`config.mk`:
```
export PLATFORM = sky130hd
export DESIGN_NAME = sram_seq_flat
export DESIGN_NICKNAME = d
export VERILOG_FILES = /design/src/sram_pkg.sv /design/src/sram_cmd_if.sv /design/src/sram_seq.sv /design/src/flat_wrapper.sv
export SDC_FILE = /design/constraint.sdc
export NUM_CORES = 1
export LEC_CHECK = 0
export ABC_AREA = 1
export BUFFER_PORTS_ARGS = -buffer_cell sky130_fd_sc_hd__buf_2
export CAP_MARGIN = 15
export CORE_AREA = 2 2 39 41
export DETAILED_ROUTE_END_ITERATION = 10
export DIE_AREA = 0 0 41 43
export PLACE_DENSITY_LB_ADDON = 0.2
export SLEW_MARGIN = 10
export SYNTH_ARGS = -nofsm -noshare
export SYNTH_HDL_FRONTEND = slang
export SYNTH_SLANG_ARGS = --single-unit
export TNS_END_PERCENT = 50
```
`constraint.sdc`:
```
create_clock -name clk -period 1.1 [get_ports clk]
set_input_delay 0.055 -clock clk [delete_from_list [all_inputs] [get_ports clk]]
set_output_delay 0.055 -clock clk [all_outputs]
set_load 0.01 [all_outputs]
```
`src/sram_pkg.sv`:
```
/*
 * Shared widths and types for the dual 256K x 16 SRAM controller.
 * Chip 1 holds host bits 15..0, chip 2 holds bits 31..16.
 */
package sram_pkg;

   // one word address selects the same location in both chips
   localparam int addr_w = 18;
   localparam int host_w = 32;
   localparam int chip_w = 16;
   localparam int lanes  = 4;

   typedef logic [addr_w-1:0] sram_addr_t;
   typedef logic [host_w-1:0] host_data_t;
   typedef logic [chip_w-1:0] chip_data_t;

   // active high, bit n covers host byte n
   typedef logic [lanes-1:0] byte_en_t;

   typedef enum logic [1:0]
   {
      st_idle,
      st_access,
      st_finish
   } seq_state_t;

   // cycles that oe_n or we_n stays low, must be at least 1
   localparam int unsigned default_access_cycles = 2;

endpackage

```
`src/sram_cmd_if.sv`:
```
/*
 * Pin commands from the sequencer to the pin block.
 * All signals are active high and decoded from the sequencer state.
 */
interface sram_cmd_if;

   logic load;
   logic select;
   logic read_en;
   logic write_en;
   logic drive;
   logic capture;

   modport seq
   (
      output load, select, read_en, write_en, drive, capture
   );

   modport pins
   (
      input load, select, read_en, write_en, drive, capture
   );

endinterface

```
`src/sram_seq.sv`:
```
/*
 * Access sequencer. Accepts one request in idle, requests arriving
 * while busy are dropped. Commands are registered again in the pin
 * block, so each strobe shows on the pins one cycle after it is decoded.
 */
module sram_seq
(
   input  logic       clk,
   input  logic       arst_n,
   input  logic       req,
   input  logic       write,
   output logic       busy,
   output logic       done,
   output logic       start,
   input  logic       expired,
   sram_cmd_if.seq    cmd
);

   import sram_pkg::*;

   seq_state_t state;
   seq_state_t state_nxt;
   logic       accept;
   logic       is_write;

   assign accept = (state == st_idle) && req;

   always_comb
   begin
      state_nxt = state;
      case (state)
         st_idle:
         begin
            if (req)
               state_nxt = st_access;
         end
         st_access:
         begin
            if (expired)
               state_nxt = st_finish;
         end
         st_finish:
            state_nxt = st_idle;
         default:
            state_nxt = st_idle;
      endcase
   end

   always_ff @(posedge clk or negedge arst_n)
   begin
      if (!arst_n)
      begin
         state    <= st_idle;
         is_write <= 1'b0;
         done     <= 1'b0;
      end
      else
      begin
         state <= state_nxt;
         if (accept)
            is_write <= write;
         // one cycle after finish, lines up with busy falling
         done <= (state == st_finish);
      end
   end

   assign busy  = (state != st_idle);
   assign start = accept;

   assign cmd.load   = accept;
   assign cmd.select = (state != st_idle);

   // strobe drops in the last access cycle so the pins are high in finish
   assign cmd.read_en  = (state == st_access) && !is_write && !expired;
   assign cmd.write_en = (state == st_access) && is_write && !expired;

   // write data held through finish for hold time
   assign cmd.drive = is_write && (state != st_idle);

   // buses sampled on the edge that leaves access
   assign cmd.capture = (state == st_access) && expired && !is_write;

endmodule

```
`src/flat_wrapper.sv`:
```
// flat-port wrapper written by rule: the top's interface ports become plain ports
module sram_seq_flat import sram_pkg::*;
  (clk, arst_n, req, write, busy, done, start, expired, cmd_load, cmd_select, cmd_read_en, cmd_write_en, cmd_drive, cmd_capture);
  sram_cmd_if cmd_i ();
  input  logic clk;
  input  logic arst_n;
  input  logic req;
  input  logic write;
  output logic busy;
  output logic done;
  output logic start;
  input  logic expired;
  output wire logic [$bits(cmd_i.load)-1:0] cmd_load;
  output wire logic [$bits(cmd_i.select)-1:0] cmd_select;
  output wire logic [$bits(cmd_i.read_en)-1:0] cmd_read_en;
  output wire logic [$bits(cmd_i.write_en)-1:0] cmd_write_en;
  output wire logic [$bits(cmd_i.drive)-1:0] cmd_drive;
  output wire logic [$bits(cmd_i.capture)-1:0] cmd_capture;
  assign cmd_load = cmd_i.load;
  assign cmd_select = cmd_i.select;
  assign cmd_read_en = cmd_i.read_en;
  assign cmd_write_en = cmd_i.write_en;
  assign cmd_drive = cmd_i.drive;
  assign cmd_capture = cmd_i.capture;
  sram_seq u_core (.clk(clk), .arst_n(arst_n), .req(req), .write(write), .busy(busy), .done(done), .start(start), .expired(expired), .cmd(cmd_i));
endmodule
```
==> flow_metrics.env <==
export IMPL_grt_max_degree=5
export IMPL_drt_pass1_iter_count=2
export IMPL_async_flop_share_pct=100
export IMPL_period_needed_ns=1.09
export IMPL_fmax_mhz=914
export IMPL_timing_final_ws_setup_ns=0.00593
export IMPL_grt_pass1_wl_microns=696
export IMPL_clockBufferDepth=2
export IMPL_synth_common_cells="inv_1 (5), nor2_1 (5), dfrtp_1 (4), nand2_1 (4)"
export IMPL_cp_cell_sequence="inv_2 > nand2_1 > nor3_2 > buf_2"
export IMPL_die_w_microns=41
export IMPL_drive_above_1_share_pct=59.5
export IMPL_min_delay_path_class="input port to flip-flop"
export IMPL_critical_path_slowest_cell="dfrtp_1"
export IMPL_globalplace_congestion=0.624
export IMPL_syn_area_per_cell_sq_um=7.81
export IMPL_critPathRequiredTime_ns=1.04
export IMPL_synth_flop_cell="dfrtp_1"
export IMPL_yosysWarnings=0
export IMPL_cp_top_family="flip-flops"
export IMPL_synth_edff_count=0
export IMPL_root_buffer="clkbuf_4"
export IMPL_final_util_pct=24.7
export IMPL_area_growth_pct=75.0
export IMPL_vias=207
export IMPL_numPortBuffers=13
export IMPL_cts_buffers=3
export IMPL_grt_pass1_vias=205
export IMPL_ys_top_cells_by_area="dfrtp_1 (51%), inv_1 (9.6%), nor2_1 (9.6%)"
export IMPL_synth_seq_area_share_pct=51.3
export IMPL_nFillCells=162
export IMPL_timing_final_crit_share_pct=99.5
export IMPL_cts_reportedPaths_clkPinSlew_ns=0.04
export IMPL_total_power_uw=718
export IMPL_yosysTopAreaCellShare_pct=51.3
export IMPL_ys_types=9
export IMPL_vias_per_cell=3.57
export IMPL_syn_area_sq_um=195
export IMPL_tightest_slew_ns=0.145
export IMPL_die_area_sq_mm=0.00176
export IMPL_path_buf_inv=2
export IMPL_critPathMaxFanout=3
export IMPL_cp_slowest_stage_delay_ns=0.40
export IMPL_synth_top_cell_by_area="dfrtp_1"
export IMPL_crit_type="flip-flop to primary output"
export IMPL_drt_antenna_violating_nets=0
export IMPL_antenna_found_initial=0
export IMPL_antenna_cells=0
export IMPL_finalHoldViolCount=0
export IMPL_drv_slew=0
export IMPL_gr_total_overflow=0
export IMPL_critPathLaunchType="flip-flop"
export IMPL_cts_sinks=4
export IMPL_max_cap_violations=0
export IMPL_drt_wl_total_microns=453
export IMPL_leakagePower_uw=0.000200
export IMPL_peakVddDrop_mv=0.441
export IMPL_clock_latency_ns=0.23
export IMPL_fin_nets=49
export IMPL_power_density_mw_per_mm2=2100
export IMPL_rsz0062_at_grt="yes"
export IMPL_cp_end_kind="primary output"
export IMPL_fp_row_count=14
export IMPL_track_usage_pct=6.25
export IMPL_pre_cts_ws_ns=0.200
export IMPL_setup_violations=0
export IMPL_initial_core_util_pct=14.1
export IMPL_die_h_microns=43
export IMPL_post_route_drc_count=0
export IMPL_htree_levels=1
export IMPL_wire_per_inst_microns=7.81
export IMPL_synth_nets=30
export IMPL_status="finished clean"
export IMPL_cts_tree="yes"
export IMPL_coreArea_sq_mm=0.00138
export IMPL_ioPinCount=14
export IMPL_arrival_ns=1.04
export IMPL_initialDrtViolationCount=2
export IMPL_syn_inst=25
export IMPL_ys_seq_elements=4
export IMPL_slew_headroom_pct=90.3
export IMPL_fin_skew_ns=0.00225
[stage by stage]
stage               cells  TNS [ns]  hold WS [ns]  cell area [sq um]
floorplan              25         0        -0.241                195
global placement       52         0        -0.135                265
detailed placement     52         0        -0.134                265
CTS                    57   -0.0296        0.0675                315
global route           58    -0.223         0.106                342
finish                 58         0        0.0680                342
[cells by family after synthesis]
group	after synthesis	share of synthesized area, %
buf+inv	7	17.3
flops	4	51.3
simple gates	14	31.4
[placed cells by master, fill, tap and decap left out, drive strengths merged]
cell type    count
nor2             6
inv              5
nor3             1
dlygate4sd3      1
buf             15
clkbuf           3
dfrtp            4
nand2            5
nand3            2
[area by class of cell]
| cell class | count | area [sq um] | share of cell area, % |
|---|---|---|---|
| Timing Repair Buffer | 16 | 103 | 30.0 |
| Sequential cell | 4 | 101 | 29.7 |
| Inverter | 5 | 18.8 | 5.49 |
| Clock buffer | 3 | 22.5 | 6.59 |
| Multi-Input combinational cell | 14 | 76.3 | 22.3 |
| Tap cell | 16 | 20.0 | 5.86 |
[power breakdown]
group / total, uW / switching [uW] / leakage [uW] / internal, uW
clock network: 180 / 57.9 / 0.0000138 / 122
logic: 304 / 158 / 0.000136 / 146
registers: 234 / 45.5 / 0.0000503 / 189
total: 718 / 262 / 0.000200 / 457
[what timing repair did]
item,CTS,global route
setup endpoints to repair,4,8
resized for setup,4,4
hold buffers,1,0
endpoints found under the hold margin,4,0
buffers inserted,1,1
[flip-flops by register name, indices dropped and copies added (netlist names)]
| name | count |
|---|---|
| u_core.done | 1 |
| u_core.is_write | 1 |
| u_core.state | 2 |
[metal layers]
metal	wire length, microns	GRT usage, %	share of wire (%)
met1	174	5.86	38
met2	251	9.06	55
met3	27	3.14	6.0
met4	0	6.00	0
met5	0	0	0
[worst paths after layout]
kind	startpoint	to	slack [ns]	depth (start not counted)
setup / recovery	u_core.state[1]$_DFFE_PN0P_	cmd_capture	0.006	4
hold / removal	write	u_core.is_write$_DFFE_PN0P_	0.07	3
setup reg to reg	u_core.state[0]$_DFFE_PN0P_	u_core.is_write$_DFFE_PN0P_	0.12	5
hold reg to reg	u_core.state[0]$_DFFE_PN0P_	u_core.done$_DFF_PN0_	0.51	1
max in group asynchronous	arst_n	u_core.state[0]$_DFFE_PN0P_	0.82	2
min in group asynchronous	arst_n	u_core.is_write$_DFFE_PN0P_	0.16	2
[worst min-delay path: cells and delay by family]
kind,cells,cell delay [ns]
and+or+nand+nor,2,0.14
buffers and inverters,1,0.07
Note: power is estimated with default switching activity, not from simulation.
